`config.mk`:
```
export PLATFORM = sky130hd
export DESIGN_NAME = fdtd_mem_ctrl
export DESIGN_NICKNAME = d
export VERILOG_FILES = /design/src/fdtd_cfg_pkg.sv /design/src/fdtd_mem_pkg.sv /design/src/fdtd_addr_gen.sv /design/src/fdtd_mem_ctrl.sv /design/src/fdtd_mem_port.sv /design/src/fdtd_seq_fsm.sv /design/src/fdtd_status.sv
export SDC_FILE = /design/constraint.sdc
export NUM_CORES = 1
export LEC_CHECK = 0
export ABC_AREA = 0
export CAP_MARGIN = 0
export CORE_ASPECT_RATIO = 1.4
export CORE_MARGIN = 1
export CORE_UTILIZATION = 49
export CTS_CLUSTER_SIZE = 40
export DETAILED_ROUTE_END_ITERATION = 12
export DONT_BUFFER_PORTS = 1
export GPL_TIMING_DRIVEN = 0
export PLACE_DENSITY = 0.63
export SLEW_MARGIN = 20
export SYNTH_ARGS = -nofsm -noshare
export SYNTH_HDL_FRONTEND = slang
export SYNTH_HIERARCHICAL = 1
export SYNTH_SLANG_ARGS = --single-unit
```
`constraint.sdc`:
```
create_clock -name ACLK -period 5.4 [get_ports ACLK]
set_input_delay 0.54 -clock ACLK [delete_from_list [all_inputs] [get_ports ACLK]]
set_output_delay 0.54 -clock ACLK [all_outputs]
set_load 0.05 [all_outputs]
```
`src/fdtd_cfg_pkg.sv`:
```
`default_nettype none

package fdtd_cfg_pkg;

    // word-addressed memory, one sample per word
    typedef logic [15:0] word_addr_t;
    typedef logic [31:0] field_word_t;

    // words still to update in the current pass
    typedef logic [15:0] word_count_t;

    // words within one chunk, must hold BUF_WORDS itself
    typedef logic [4:0] chunk_count_t;

    // line buffer depth in words
    localparam word_count_t BUF_WORDS = 16;

    typedef enum logic {
        FIELD_HY = 1'b0,
        FIELD_EZ = 1'b1
    } field_sel_t;

    typedef enum logic [2:0] {
        S_IDLE    = 3'd0,
        S_RD_HY   = 3'd1,
        S_RD_EZ   = 3'd2,
        S_WAIT_WR = 3'd3,
        S_WR      = 3'd4,
        S_FINISH  = 3'd5
    } seq_state_t;

    // a full buffer, or whatever is left at the tail of the pass
    function automatic chunk_count_t chunk_len_f(input word_count_t remaining);
        chunk_count_t len;
        if (remaining > BUF_WORDS)
            len = chunk_count_t'(BUF_WORDS);
        else
            len = chunk_count_t'(remaining);
        return len;
    endfunction

endpackage

`default_nettype wire

```
`src/fdtd_mem_pkg.sv`:
```
`default_nettype none

package fdtd_mem_pkg;

    import fdtd_cfg_pkg::*;

    // outstanding read tags, more than the deepest read latency
    localparam int RD_TAG_DEPTH = 16;
    typedef logic [$clog2(RD_TAG_DEPTH)-1:0] rd_tag_ptr_t;

    typedef struct packed {
        logic       strobe;
        word_addr_t addr;
    } mem_rd_req_t;

    typedef struct packed {
        logic        valid;
        field_word_t data;
    } mem_rd_rsp_t;

    typedef struct packed {
        logic        strobe;
        word_addr_t  addr;
        field_word_t data;
    } mem_wr_req_t;

    // per-cycle commands from the sequencer
    typedef struct packed {
        logic       load;
        logic       rd_issue;
        field_sel_t rd_field;
        logic       wr_issue;
        field_sel_t wr_field;
        logic       chunk_adv;
    } seq_ctrl_t;

endpackage

`default_nettype wire

```
`src/fdtd_addr_gen.sv`:
```
`timescale 1ns/1ps
`default_nettype none

module fdtd_addr_gen
    import fdtd_cfg_pkg::*, fdtd_mem_pkg::*;
(
    input  wire               ACLK,
    input  wire               ARESETn,

    input  wire seq_ctrl_t    ctrl_i,
    input  wire word_addr_t   hy_base_i,
    input  wire word_addr_t   ez_base_i,
    input  wire word_count_t  size_i,

    output word_addr_t        rd_addr_o,
    output word_addr_t        wr_addr_o,
    output word_count_t       remaining_o
);

    word_addr_t  rd_hy_q;
    word_addr_t  rd_ez_q;
    word_addr_t  wr_hy_q;
    word_addr_t  wr_ez_q;
    word_count_t remaining_q;

    ////////////////////
    // read pointers
    ////////////////////
    always_ff @(posedge ACLK, negedge ARESETn)
    begin
        if (!ARESETn)
        begin
            rd_hy_q <= '0;
            rd_ez_q <= '0;
        end
        else if (ctrl_i.load)
        begin
            rd_hy_q <= hy_base_i;
            rd_ez_q <= ez_base_i;
        end
        else if (ctrl_i.rd_issue)
        begin
            if (ctrl_i.rd_field == FIELD_HY)
                rd_hy_q <= rd_hy_q + 1'b1;
            else
                rd_ez_q <= rd_ez_q + 1'b1;
        end
    end

    ////////////////////
    // write pointers
    ////////////////////
    always_ff @(posedge ACLK, negedge ARESETn)
    begin
        if (!ARESETn)
        begin
            wr_hy_q <= '0;
            wr_ez_q <= '0;
        end
        else if (ctrl_i.load)
        begin
            wr_hy_q <= hy_base_i;
            wr_ez_q <= ez_base_i;
        end
        else if (ctrl_i.wr_issue)
        begin
            if (ctrl_i.wr_field == FIELD_HY)
                wr_hy_q <= wr_hy_q + 1'b1;
            else
                wr_ez_q <= wr_ez_q + 1'b1;
        end
    end

    // drops by one chunk once its write-back is done
    always_ff @(posedge ACLK, negedge ARESETn)
    begin
        if (!ARESETn)
            remaining_q <= '0;
        else if (ctrl_i.load)
            remaining_q <= size_i;
        else if (ctrl_i.chunk_adv)
            remaining_q <= remaining_q - word_count_t'(chunk_len_f(remaining_q));
    end

    assign rd_addr_o   = (ctrl_i.rd_field == FIELD_HY) ? rd_hy_q : rd_ez_q;
    assign wr_addr_o   = (ctrl_i.wr_field == FIELD_HY) ? wr_hy_q : wr_ez_q;
    assign remaining_o = remaining_q;

endmodule

`default_nettype wire

```
`src/fdtd_mem_ctrl.sv`:
```
`timescale 1ns/1ps
`default_nettype none

module fdtd_mem_ctrl
    import fdtd_cfg_pkg::*, fdtd_mem_pkg::*;
(
    input  wire               ACLK,
    input  wire               ARESETn,

    // run control
    input  wire               start_i,
    input  wire word_addr_t   hy_base_i,
    input  wire word_addr_t   ez_base_i,
    input  wire word_count_t  size_i,
    input  wire               int_en_i,
    input  wire               clr_int_i,

    // line buffer fill
    output logic              hy_rd_valid_o,
    output logic              ez_rd_valid_o,
    output field_word_t       rd_data_o,
    output logic              chunk_ready_o,

    // write-back
    input  wire               wr_start_i,
    input  wire field_sel_t   wr_field_i,
    output logic              fetch_o,
    input  wire field_word_t  new_data_i,
    output chunk_count_t      chunk_len_o,

    // status
    output logic              busy_o,
    output logic              int_pending_o,
    output logic              irq_o,
    output logic              hy_done_o,
    output logic              ez_done_o,

    // word memory
    output mem_rd_req_t       mem_rd_o,
    input  wire mem_rd_rsp_t  mem_rsp_i,
    output mem_wr_req_t       mem_wr_o
);

    seq_ctrl_t   seq_ctrl;
    word_addr_t  rd_addr;
    word_addr_t  wr_addr;
    word_count_t remaining;
    logic        rd_return;
    logic        finish;
    field_sel_t  finish_field;

    fdtd_seq_fsm seq_fsm_inst (
        .ACLK           ( ACLK          ),
        .ARESETn        ( ARESETn       ),
        .start_i        ( start_i       ),
        .wr_start_i     ( wr_start_i    ),
        .wr_field_i     ( wr_field_i    ),
        .remaining_i    ( remaining     ),
        .rd_return_i    ( rd_return     ),
        .ctrl_o         ( seq_ctrl      ),
        .chunk_ready_o  ( chunk_ready_o ),
        .chunk_len_o    ( chunk_len_o   ),
        .fetch_o        ( fetch_o       ),
        .busy_o         ( busy_o        ),
        .finish_o       ( finish        ),
        .finish_field_o ( finish_field  )
    );

    fdtd_addr_gen addr_gen_inst (
        .ACLK        ( ACLK      ),
        .ARESETn     ( ARESETn   ),
        .ctrl_i      ( seq_ctrl  ),
        .hy_base_i   ( hy_base_i ),
        .ez_base_i   ( ez_base_i ),
        .size_i      ( size_i    ),
        .rd_addr_o   ( rd_addr   ),
        .wr_addr_o   ( wr_addr   ),
        .remaining_o ( remaining )
    );

    fdtd_mem_port mem_port_inst (
        .ACLK          ( ACLK          ),
        .ARESETn       ( ARESETn       ),
        .ctrl_i        ( seq_ctrl      ),
        .rd_addr_i     ( rd_addr       ),
        .wr_addr_i     ( wr_addr       ),
        .new_data_i    ( new_data_i    ),
        .mem_rd_o      ( mem_rd_o      ),
        .mem_rsp_i     ( mem_rsp_i     ),
        .mem_wr_o      ( mem_wr_o      ),
        .rd_return_o   ( rd_return     ),
        .hy_rd_valid_o ( hy_rd_valid_o ),
        .ez_rd_valid_o ( ez_rd_valid_o ),
        .rd_data_o     ( rd_data_o     )
    );

    fdtd_status status_inst (
        .ACLK           ( ACLK          ),
        .ARESETn        ( ARESETn       ),
        .start_i        ( start_i       ),
        .busy_i         ( busy_o        ),
        .finish_i       ( finish        ),
        .finish_field_i ( finish_field  ),
        .int_en_i       ( int_en_i      ),
        .clr_int_i      ( clr_int_i     ),
        .int_pending_o  ( int_pending_o ),
        .irq_o          ( irq_o         ),
        .hy_done_o      ( hy_done_o     ),
        .ez_done_o      ( ez_done_o     )
    );

endmodule

`default_nettype wire

```
`src/fdtd_mem_port.sv`:
```
`timescale 1ns/1ps
`default_nettype none

module fdtd_mem_port
    import fdtd_cfg_pkg::*, fdtd_mem_pkg::*;
(
    input  wire               ACLK,
    input  wire               ARESETn,

    input  wire seq_ctrl_t    ctrl_i,
    input  wire word_addr_t   rd_addr_i,
    input  wire word_addr_t   wr_addr_i,
    input  wire field_word_t  new_data_i,

    output mem_rd_req_t       mem_rd_o,
    input  wire mem_rd_rsp_t  mem_rsp_i,
    output mem_wr_req_t       mem_wr_o,

    output logic              rd_return_o,
    output logic              hy_rd_valid_o,
    output logic              ez_rd_valid_o,
    output field_word_t       rd_data_o
);

    rd_tag_ptr_t tag_wr_ptr_q;
    rd_tag_ptr_t tag_rd_ptr_q;
    field_sel_t  tag_mem [RD_TAG_DEPTH];
    field_sel_t  head_tag;

    logic        wr_strobe_q;
    word_addr_t  wr_addr_q;
    field_word_t wr_data_q;

    ////////////////////
    // read side
    ////////////////////
    always_comb
    begin
        mem_rd_o.strobe = ctrl_i.rd_issue;
        mem_rd_o.addr   = rd_addr_i;
    end

    // field tag per issued read, popped in order by the returns
    always_ff @(posedge ACLK)
    begin
        if (ctrl_i.rd_issue)
            tag_mem[tag_wr_ptr_q] <= ctrl_i.rd_field;
    end

    always_ff @(posedge ACLK, negedge ARESETn)
    begin
        if (!ARESETn)
        begin
            tag_wr_ptr_q <= '0;
            tag_rd_ptr_q <= '0;
        end
        else
        begin
            if (ctrl_i.rd_issue)
                tag_wr_ptr_q <= tag_wr_ptr_q + 1'b1;
            if (mem_rsp_i.valid)
                tag_rd_ptr_q <= tag_rd_ptr_q + 1'b1;
        end
    end

    assign head_tag      = tag_mem[tag_rd_ptr_q];
    assign rd_return_o   = mem_rsp_i.valid;
    assign hy_rd_valid_o = mem_rsp_i.valid && (head_tag == FIELD_HY);
    assign ez_rd_valid_o = mem_rsp_i.valid && (head_tag == FIELD_EZ);
    assign rd_data_o     = mem_rsp_i.data;

    ////////////////////
    // write side
    ////////////////////
    // new_data_i is sampled at the edge that closes the fetch cycle
    always_ff @(posedge ACLK, negedge ARESETn)
    begin
        if (!ARESETn)
            wr_strobe_q <= 1'b0;
        else
            wr_strobe_q <= ctrl_i.wr_issue;
    end

    always_ff @(posedge ACLK)
    begin
        if (ctrl_i.wr_issue)
        begin
            wr_addr_q <= wr_addr_i;
            wr_data_q <= new_data_i;
        end
    end

    always_comb
    begin
        mem_wr_o.strobe = wr_strobe_q;
        mem_wr_o.addr   = wr_addr_q;
        mem_wr_o.data   = wr_data_q;
    end

endmodule

`default_nettype wire

```
`src/fdtd_seq_fsm.sv`:
```
`timescale 1ns/1ps
`default_nettype none

module fdtd_seq_fsm
    import fdtd_cfg_pkg::*, fdtd_mem_pkg::*;
(
    input  wire               ACLK,
    input  wire               ARESETn,

    input  wire               start_i,
    input  wire               wr_start_i,
    input  wire field_sel_t   wr_field_i,
    input  wire word_count_t  remaining_i,
    input  wire               rd_return_i,

    output seq_ctrl_t         ctrl_o,
    output logic              chunk_ready_o,
    output chunk_count_t      chunk_len_o,
    output logic              fetch_o,
    output logic              busy_o,
    output logic              finish_o,
    output field_sel_t        finish_field_o
);

    seq_state_t   state_q;
    seq_state_t   state_d;

    chunk_count_t len;
    chunk_count_t issue_cnt_q;
    chunk_count_t hy_ret_cnt_q;
    chunk_count_t ez_ret_cnt_q;
    chunk_count_t wr_cnt_q;
    field_sel_t   wr_field_q;
    logic         chunk_ready_q;
    logic         ez_ret_last;

    // remaining count only moves on chunk_adv, so it holds for the whole chunk
    assign len = chunk_len_f(remaining_i);

    // returns are in order, hy words first
    assign ez_ret_last = rd_return_i && (hy_ret_cnt_q == len)
                         && (ez_ret_cnt_q == len - 1'b1);

    ////////////////////
    // next state
    ////////////////////
    always_comb
    begin
        state_d         = state_q;
        ctrl_o          = '0;
        ctrl_o.rd_field = FIELD_HY;
        ctrl_o.wr_field = wr_field_q;

        case (state_q)
            S_IDLE:
            begin
                if (start_i)
                begin
                    ctrl_o.load = 1'b1;
                    state_d     = S_RD_HY;
                end
            end

            // hy issue only; its returns are counted through both read states
            S_RD_HY:
            begin
                ctrl_o.rd_issue = 1'b1;
                if (issue_cnt_q == len - 1'b1)
                    state_d = S_RD_EZ;
            end

            S_RD_EZ:
            begin
                ctrl_o.rd_field = FIELD_EZ;
                ctrl_o.rd_issue = (issue_cnt_q < len);
                if (ez_ret_last)
                    state_d = S_WAIT_WR;
            end

            S_WAIT_WR:
            begin
                if (wr_start_i)
                    state_d = S_WR;
            end

            S_WR:
            begin
                if (wr_cnt_q < len)
                    ctrl_o.wr_issue = 1'b1;
                else
                begin
                    // last write is on the bus this cycle
                    ctrl_o.chunk_adv = 1'b1;
                    if (remaining_i > BUF_WORDS)
                        state_d = S_RD_HY;
                    else
                        state_d = S_FINISH;
                end
            end

            S_FINISH:
                state_d = S_IDLE;

            default:
                state_d = S_IDLE;
        endcase
    end

    always_ff @(posedge ACLK, negedge ARESETn)
    begin
        if (!ARESETn)
            state_q <= S_IDLE;
        else
            state_q <= state_d;
    end

    ////////////////////
    // chunk counters
    ////////////////////
    always_ff @(posedge ACLK, negedge ARESETn)
    begin
        if (!ARESETn)
        begin
            issue_cnt_q  <= '0;
            hy_ret_cnt_q <= '0;
            ez_ret_cnt_q <= '0;
        end
        else if (state_q == S_RD_HY || state_q == S_RD_EZ)
        begin
            if (state_d == S_RD_EZ && state_q == S_RD_HY)
                issue_cnt_q <= '0;
            else if (ctrl_o.rd_issue)
                issue_cnt_q <= issue_cnt_q + 1'b1;

            if (rd_return_i)
            begin
                if (hy_ret_cnt_q != len)
                    hy_ret_cnt_q <= hy_ret_cnt_q + 1'b1;
                else
                    ez_ret_cnt_q <= ez_ret_cnt_q + 1'b1;
            end
        end
        else
        begin
            issue_cnt_q  <= '0;
            hy_ret_cnt_q <= '0;
            ez_ret_cnt_q <= '0;
        end
    end

    always_ff @(posedge ACLK, negedge ARESETn)
    begin
        if (!ARESETn)
            wr_cnt_q <= '0;
        else if (state_q != S_WR)
            wr_cnt_q <= '0;
        else if (ctrl_o.wr_issue)
            wr_cnt_q <= wr_cnt_q + 1'b1;
    end

    // field chosen by the compute side, held until the pass or chunk ends
    always_ff @(posedge ACLK, negedge ARESETn)
    begin
        if (!ARESETn)
            wr_field_q <= FIELD_HY;
        else if (state_q == S_WAIT_WR && wr_start_i)
            wr_field_q <= wr_field_i;
    end

    always_ff @(posedge ACLK, negedge ARESETn)
    begin
        if (!ARESETn)
            chunk_ready_q <= 1'b0;
        else
            chunk_ready_q <= (state_q == S_RD_EZ) && ez_ret_last;
    end

    assign chunk_ready_o  = chunk_ready_q;
    assign chunk_len_o    = len;
    assign fetch_o        = ctrl_o.wr_issue;
    assign busy_o         = (state_q != S_IDLE);
    assign finish_o       = (state_q == S_FINISH);
    assign finish_field_o = wr_field_q;

endmodule

`default_nettype wire

```
`src/fdtd_status.sv`:
```
`timescale 1ns/1ps
`default_nettype none

module fdtd_status
    import fdtd_cfg_pkg::*;
(
    input  wire              ACLK,
    input  wire              ARESETn,

    input  wire              start_i,
    input  wire              busy_i,
    input  wire              finish_i,
    input  wire field_sel_t  finish_field_i,
    input  wire              int_en_i,
    input  wire              clr_int_i,

    output logic             int_pending_o,
    output logic             irq_o,
    output logic             hy_done_o,
    output logic             ez_done_o
);

    logic busy_q;
    logic run_start;

    // a start while busy is dropped by the sequencer as well
    assign run_start = start_i && !busy_i;

    ////////////////////
    // interrupt
    ////////////////////
    always_ff @(posedge ACLK, negedge ARESETn)
    begin
        if (!ARESETn)
        begin
            busy_q        <= 1'b0;
            int_pending_o <= 1'b0;
        end
        else
        begin
            busy_q <= busy_i;
            // clear beats a set in the same cycle
            if (clr_int_i)
                int_pending_o <= 1'b0;
            else if (busy_q && !busy_i)
                int_pending_o <= 1'b1;
        end
    end

    assign irq_o = int_en_i && int_pending_o;

    // done flags
    always_ff @(posedge ACLK, negedge ARESETn)
    begin
        if (!ARESETn)
        begin
            hy_done_o <= 1'b0;
            ez_done_o <= 1'b0;
        end
        else if (run_start)
        begin
            hy_done_o <= 1'b0;
            ez_done_o <= 1'b0;
        end
        else if (finish_i)
        begin
            if (finish_field_i == FIELD_HY)
                hy_done_o <= 1'b1;
            else
                ez_done_o <= 1'b1;
        end
    end

endmodule

`default_nettype wire

```
## Word-level counts from Yosys, hierarchy flattened

Memory sizes are Yosys's and may differ from the RTL's.
Cells that the tools add are included.
W data, S select, Z words.

| cells by class | value |
|---|---|
| add/sub/neg operators | 12 |
| order comparisons | 3 |
| equality and inequality tests | 18 |
| multiplexer cells | 55 |
| bitwise operators | 1 |
| reduce and logical (&&, ||, !) cells | 31 |

Operators with widths:

| operator | number |
|---|---|
| $mux W16 | 16 |
| $mux W5 | 14 |
| $add A16 B1 Y16 const B | 4 |
| $add A5 B1 Y5 const B | 4 |
| $mux W3 | 6 |
| $reduce_bool A2 Y1 | 9 |
| $mux W1 | 17 |
| $gt A16 B5 Y1 const B | 1 |
| $reduce_and A2 Y1 | 8 |
| $sub A16 B5 Y16 | 1 |
| $eq A5 B5 Y1 | 3 |
| $pmux W3 S5 | 1 |
| $logic_and A1 B1 Y1 | 10 |
| $lt A5 B5 Y1 | 2 |
| $eq A3 B2 Y1 const B | 3 |
| $add A4 B1 Y4 const B | 2 |
| $eq A3 B3 Y1 const B | 2 |
| $ne A2 B1 Y1 const B | 3 |
| $ne A2 B2 Y1 const B | 3 |
| $ne A3 B3 Y1 const B | 2 |
| $ne A5 B5 Y1 | 1 |
| $sub A5 B1 Y5 const B | 1 |
| $eq A3 B1 Y1 const B | 1 |
| $logic_not A3 Y1 | 1 |
| other kinds (5) | 5 |

| word-level totals | value |
|---|---|
| register bits after elaboration | 166 |
| bits in writable memories | 16 |
| input port bits | 120 |
| output and inout bits | 112 |
| logic and storage cells | 142 |
| memories | 1 |

Memory list:

| name | depth | bits a word | rd ports | clocked after Yosys merged registers in | wr ports | RTL line | text |
|---|---|---|---|---|---|---|---|
| mem_port_inst.tag_mem | 16 | 1 | 1 | 0 | 1 | fdtd_mem_port.sv:27 | `field_sel_t tag_mem [RD_TAG_DEPTH];` |

## Depth between registers and ports, before layout

| depth | value |
|---|---|
| word-level depth | 11 |
| gate-level depth with buffers | 16 |

## Modules after synthesis

Netlist, hierarchy kept.

By module, submodules not included:

| module | times used | cells an instance | area an instance (um^2) | seq. area each (um^2) |
|---|---|---|---|---|
| fdtd_addr_gen | 1 | 511 | 4,908.5 | 2,001.9 |
| fdtd_mem_port | 1 | 183 | 2,969.1 | 2,147.1 |
| fdtd_seq_fsm | 1 | 216 | 1,911.8 | 625.6 |
| fdtd_status | 1 | 14 | 173.9 | 100.1 |

## Worst setup path before layout

OpenSTA, ideal clock, no wires.

| timing | value |
|---|---|
| path type | register to register |
| start point | register addr_gen_inst.remaining_q[2], in the netlist addr_gen_inst/remaining_o[2] |
| end point | register addr_gen_inst.wr_ez_q[15] |
| library setup time | 0.082 ns |
| arrival | 4.707 ns |
| setup slack | 0.611 ns |
| stages on the path, launching flop included | 17 |
| period minus slack after synthesis | 4.789 ns |
| cells stage by stage | dfrtp_1 clkbuf_1 o41ai_1 and3_1 nand2_1 ha_1 o211ai_1 o21bai_1 o311a_1 buf_2 nor2b_1 buf_4 nand4_2 or3_1 buf_2 or4_1 a31oi_1 |

| on the way | value |
|---|---|
| cells in the longest elaborated chain, start to end | 7 |

Ends and longest elaborated chain:

| element | RTL line | text |
|---|---|---|
| start: declaration | fdtd_addr_gen.sv:24 | `word_count_t remaining_q;` |
| start signal: assignment | fdtd_addr_gen.sv:80 | `remaining_q <= size_i;` |
| start signal: assignment | fdtd_addr_gen.sv:82 | `remaining_q <= remaining_q - word_count_t'(chunk_len_f(remaining_q));` |
| $gt A16 B5 Y1 | fdtd_cfg_pkg.sv:35 | `if (remaining > BUF_WORDS)` |
| $mux W5 * | fdtd_cfg_pkg.sv:35 |  |
| $lt A5 B5 Y1 * | fdtd_seq_fsm.sv:88 | `if (wr_cnt_q < len)` |
| $mux W1 * | fdtd_seq_fsm.sv:88 |  |
| $mux W1 * | fdtd_seq_fsm.sv:54 | `case (state_q)` |
| via fetch_o | fdtd_mem_ctrl.sv:27 | `output logic fetch_o,` |
| $reduce_bool A2 Y1 (no source line) * | -- |  |
| $reduce_and A2 Y1 (no source line) * | -- |  |
| end signal: assignment | fdtd_addr_gen.sv:63 | `wr_ez_q <= ez_base_i;` |
| end signal: assignment | fdtd_addr_gen.sv:70 | `wr_ez_q <= wr_ez_q + 1'b1;` |
| end: declaration | fdtd_addr_gen.sv:23 | `word_addr_t wr_ez_q;` |

The timed path passes the listed nets; every way through them passes the cells marked *.
A chain may end at the register's enable or synchronous reset.

## Worst setup path in the final report

| timing | value |
|---|---|
| start point | register addr_gen_inst.remaining_q[2], in the netlist addr_gen_inst/remaining_o[2] |
| end point | register addr_gen_inst.wr_hy_q[13] |

| on the way | value |
|---|---|
| cells in the longest elaborated chain, start to end | 7 |

Ends and longest elaborated chain:

| element | RTL line | text |
|---|---|---|
| $gt A16 B5 Y1 | fdtd_cfg_pkg.sv:35 |  |
| $mux W5 * | fdtd_cfg_pkg.sv:35 |  |
| $lt A5 B5 Y1 * | fdtd_seq_fsm.sv:88 |  |
| $mux W1 * | fdtd_seq_fsm.sv:88 |  |
| $mux W1 * | fdtd_seq_fsm.sv:54 |  |
| via fetch_o | fdtd_mem_ctrl.sv:27 |  |
| $reduce_bool A2 Y1 (no source line) * | -- |  |
| $reduce_and A2 Y1 (no source line) * | -- |  |
| end signal: assignment | fdtd_addr_gen.sv:62 | `wr_hy_q <= hy_base_i;` |
| end signal: assignment | fdtd_addr_gen.sv:68 | `wr_hy_q <= wr_hy_q + 1'b1;` |
| end: declaration | fdtd_addr_gen.sv:22 | `word_addr_t wr_hy_q;` |

Marks and branches as above.

==> qor.yml <==
outcome:
  status: "completed"
synth:
  syn_inst: 924
  ys_top_cells_by_area: "dfrtp_1 30%, edfxtp_1 19%, mux2_2 5.8%, buf_4 4.0%, xnor2_1 3.3%"
  ys_async_sr_fraction_pct: 64.8
  synth.distinct_cells: 73
  postSynthAreaPerCell_um2: 10.8
  synth_top_area_share_pct: 29.6
  yosysSeqAreaShare_pct: 48.9
  ys_ff_latch: 182
  syn_area_um2: 9960
  synthFlopType: "dfrtp_1"
  synth_area_leader_cell: "dfrtp_1"
  ys_warn_count: 6
  synth-edff-count: 64
  syn_nets: 1068
worst_setup_path:
  reg2reg_to: "addr_gen_inst/wr_hy_q[13]"
  reg2regPathDepth: 16
  timing.rr.start: "addr_gen_inst/remaining_o[2]"
  crit_type: "reg -> reg"
  cp-endpoint: "addr_gen_inst/wr_hy_q[13]"
  cp_max_fo: 57
  required_ps: 5770
  ff2ff_setup_slack_ps: 490
  startpoint_type: "register"
  crit_start: "addr_gen_inst/remaining_o[2]"
  cp-end-kind: "register"
  crit_arrival_ps: 5280
clock_tree:
  post-cts-setup-buffers: 0
  clockRootBuffer: "clkbuf_16"
  clock_sinks: 182
  path_clk_slew_ps: 90
  clk_latency_ps: 450
  cts_max_level: 4
  cts_buffers: 17
  cts_tree: "built"
  cts.path.max_buffers: 2
route:
  wl_um: 24800
  drt_first_pass_iters: 5
  post_drt_wl_per_cell_um: 20.5
  drtIter0Drc: 489
  drtAntennaViolNets: 0
  drc: 0
  vias: 7091
  via_per_inst: 5.87
floorplanning:
  dieArea_um2: 20900
  rows: 61
  die_h_um: 171
  die_x_um: 123
  io-pin-count: 232
  core_area_um2: 19900
  initial_core_util_pct: 50.0
global_routing:
  grt_pass1_wl_um: 37400
  grt_usage_pct: 23.9
  first_global_vias: 6792
  use_met1_pct: 27.0
  use_met3_pct: 5.47
  grt.busiest_layer: "met2"
  use_met2_pct: 42.9
  grt_max_degree: 119
  grt_remaining_overflow: 0
  antenna_found_initial: 0
layout:
  n_antenna_cell: 0
  seq_area_um2: 4870
  layout_commonest_cell: "dfrtp_1"
  n_fill_cell: 1773
  multi_input_area_um2: 4440
  final_cell_mix: "118 x dfrtp_1, 67 x nor2_1, 64 x edfxtp_1"
  drive_gt1_share_pct: 18.5
  areaGrowthSynthToFinish_pct: 9.95
  layout.nets: 1088
  stdcell_count: 1209
placement:
  dp_cells: 1176
  io_buffers: 0
  dp_hpwl_um: 18200
  routabilityCongestion: 0.884
timing:
  worst_pin_slew_ps: 908
  rsz0062_at_grt: "no"
  holdWs_ps: 0.420
  maxSlewViolCount: 0
  period_needed_ps: 4910
  fin_crit_sh_pct: 91.0
  max_freq_ghz: 0.203
  hold_violations: 0
  setup_viol: 0
  max_slew_margin_pct: 38.9
  finClkSkew_ps: 20.3
job:
  cap_violations: 0
power:
  cellLeakagePower_nw: 4.30
  cellPowerDensity_nw_per_um2: 522
  peakVddDrop_uv: 307
worst_hold_path:
  hp-class: "in -> async"
-- registers in the layout, indices dropped and copies added, names as in the netlist --
name,cells
mem_port_inst/wr_strobe_q,1
mem_port_inst/tag_wr_ptr_q,4
seq_fsm_inst/issue_cnt_q,5
seq_fsm_inst/wr_cnt_q,5
addr_gen_inst/rd_hy_q,16
addr_gen_inst/rd_ez_q,16
mem_port_inst/wr_data_q,32
mem_port_inst/tag_mem,16
status_inst/int_pending_o,1
addr_gen_inst/wr_hy_q,16
addr_gen_inst/wr_ez_q,16
status_inst/ez_done_o,1
seq_fsm_inst/hy_ret_cnt_q,5
mem_port_inst/tag_rd_ptr_q,4
addr_gen_inst/remaining_o,16
seq_fsm_inst/state_q,3
mem_port_inst/wr_addr_q,16
seq_fsm_inst/chunk_ready_o,1
status_inst/busy_q,1
seq_fsm_inst/finish_field_o,1
status_inst/hy_done_o,1
seq_fsm_inst/ez_ret_cnt_q,5
-- report_power, final --
part,leakage (nW),internal [mW],total (mW),switching (mW)
clock,0.309,0.658,1.33,0.676
sequential,1.98,1.83,2.39,0.558
combinational,2.01,0.866,2.00,1.13
total,4.30,3.36,5.72,2.37
-- metal layers --
layer,vias up,wire length (um)
met5,-,0
met4,0,614
met3,31,1190
met2,150,13600
met1,3540,9330
li1,3370,-
-- cells in the mapped netlist, types with 13 or more instances --
cell type	instances
dfrtp_1	118
a21oi_1	39
a31oi_1	22
nand3_1	23
nand4_1	29
buf_4	53
nor4_1	13
clkbuf_1	27
mux2_2	51
or3_1	19
nand2_1	60
or4_1	14
nor3_1	19
ha_1	24
nor2_1	67
edfxtp_1	64
inv_1	31
xnor2_1	38
xor2_1	23
o21ai_0	26
-- critical path, stage by stage (launching register included) --
cell	delay (ps)
dfrtp_1	450
clkbuf_1	220
o41ai_1	450
and3_1	320
nand2_1	180
ha_1	340
o211ai_1	120
o21bai_1	150
o311a_1	170
buf_2	190
nor2b_4	390
buf_6	470
nor2b_1	190
clkbuf_1	280
nand2_1	270
or4_1	460
a31oi_1	180
-- stage by stage --
stage	area [um^2]	setup TNS, ps	setup slack, ps	util [%]	power, mW
after global placement	10300	-222	-88.3	51.6	4.34
after global routing	11000	0	162	55.0	6.07
after floorplan	9960	0	611	-	3.95
final	11000	0	486	55.0	5.72
after CTS	10900	0	133	54.9	5.76
after detailed placement	10300	-608	-156	51.6	4.39
-- repair_timing --
action | 4_1_cts | 5_1_grt
gates cloned | 0 | 0
hold buffers | 1 | 0
setup endpoints to repair | 8 | 9
hold endpoints to repair | 118 | 0
resized for setup | 1 | 2
-- final cells by class --
type	instances	share of cell area [%]
well taps	252	2.88
clock buffers	17	3.88
repair buffers	1	0.251
inverters	33	1.18
plain buffers	85	4.87
multi-input cells	624	40.5
flip-flops and latches	182	44.5
clock inverters	15	1.93
-- worst min path at each step --
stage | start | to | depth (start not counted)
floorplan | ARESETn | addr_gen_inst/rd_ez_q[0] | 0
global placement | ARESETn | mem_port_inst/tag_rd_ptr_q[3] | 0
detailed placement | ARESETn | mem_port_inst/tag_rd_ptr_q[3] | 0
CTS | ARESETn | addr_gen_inst/rd_hy_q[6] | 1
global route | ARESETn | mem_port_inst/tag_wr_ptr_q[2] | 1
finish | ARESETn | mem_port_inst/tag_wr_ptr_q[3] | 1
-- kinds of logic (layout without fill, tap and decap cells) --
family / count (synthesis) / count (layout) / share of synthesized area, %
compound gates: 147 / 147 / 9.47
xor+xnor: 61 / 61 / 5.36
fa+ha+maj: 24 / 24 / 3.01
buf+inv: 118 / 151 / 6.61
flops: 182 / 182 / 48.9
mux: 68 / 68 / 8.21
other cells: 1 / 1 / 0.0376
simple gates: 323 / 323 / 18.4
(Power assumes the default switching activity.)
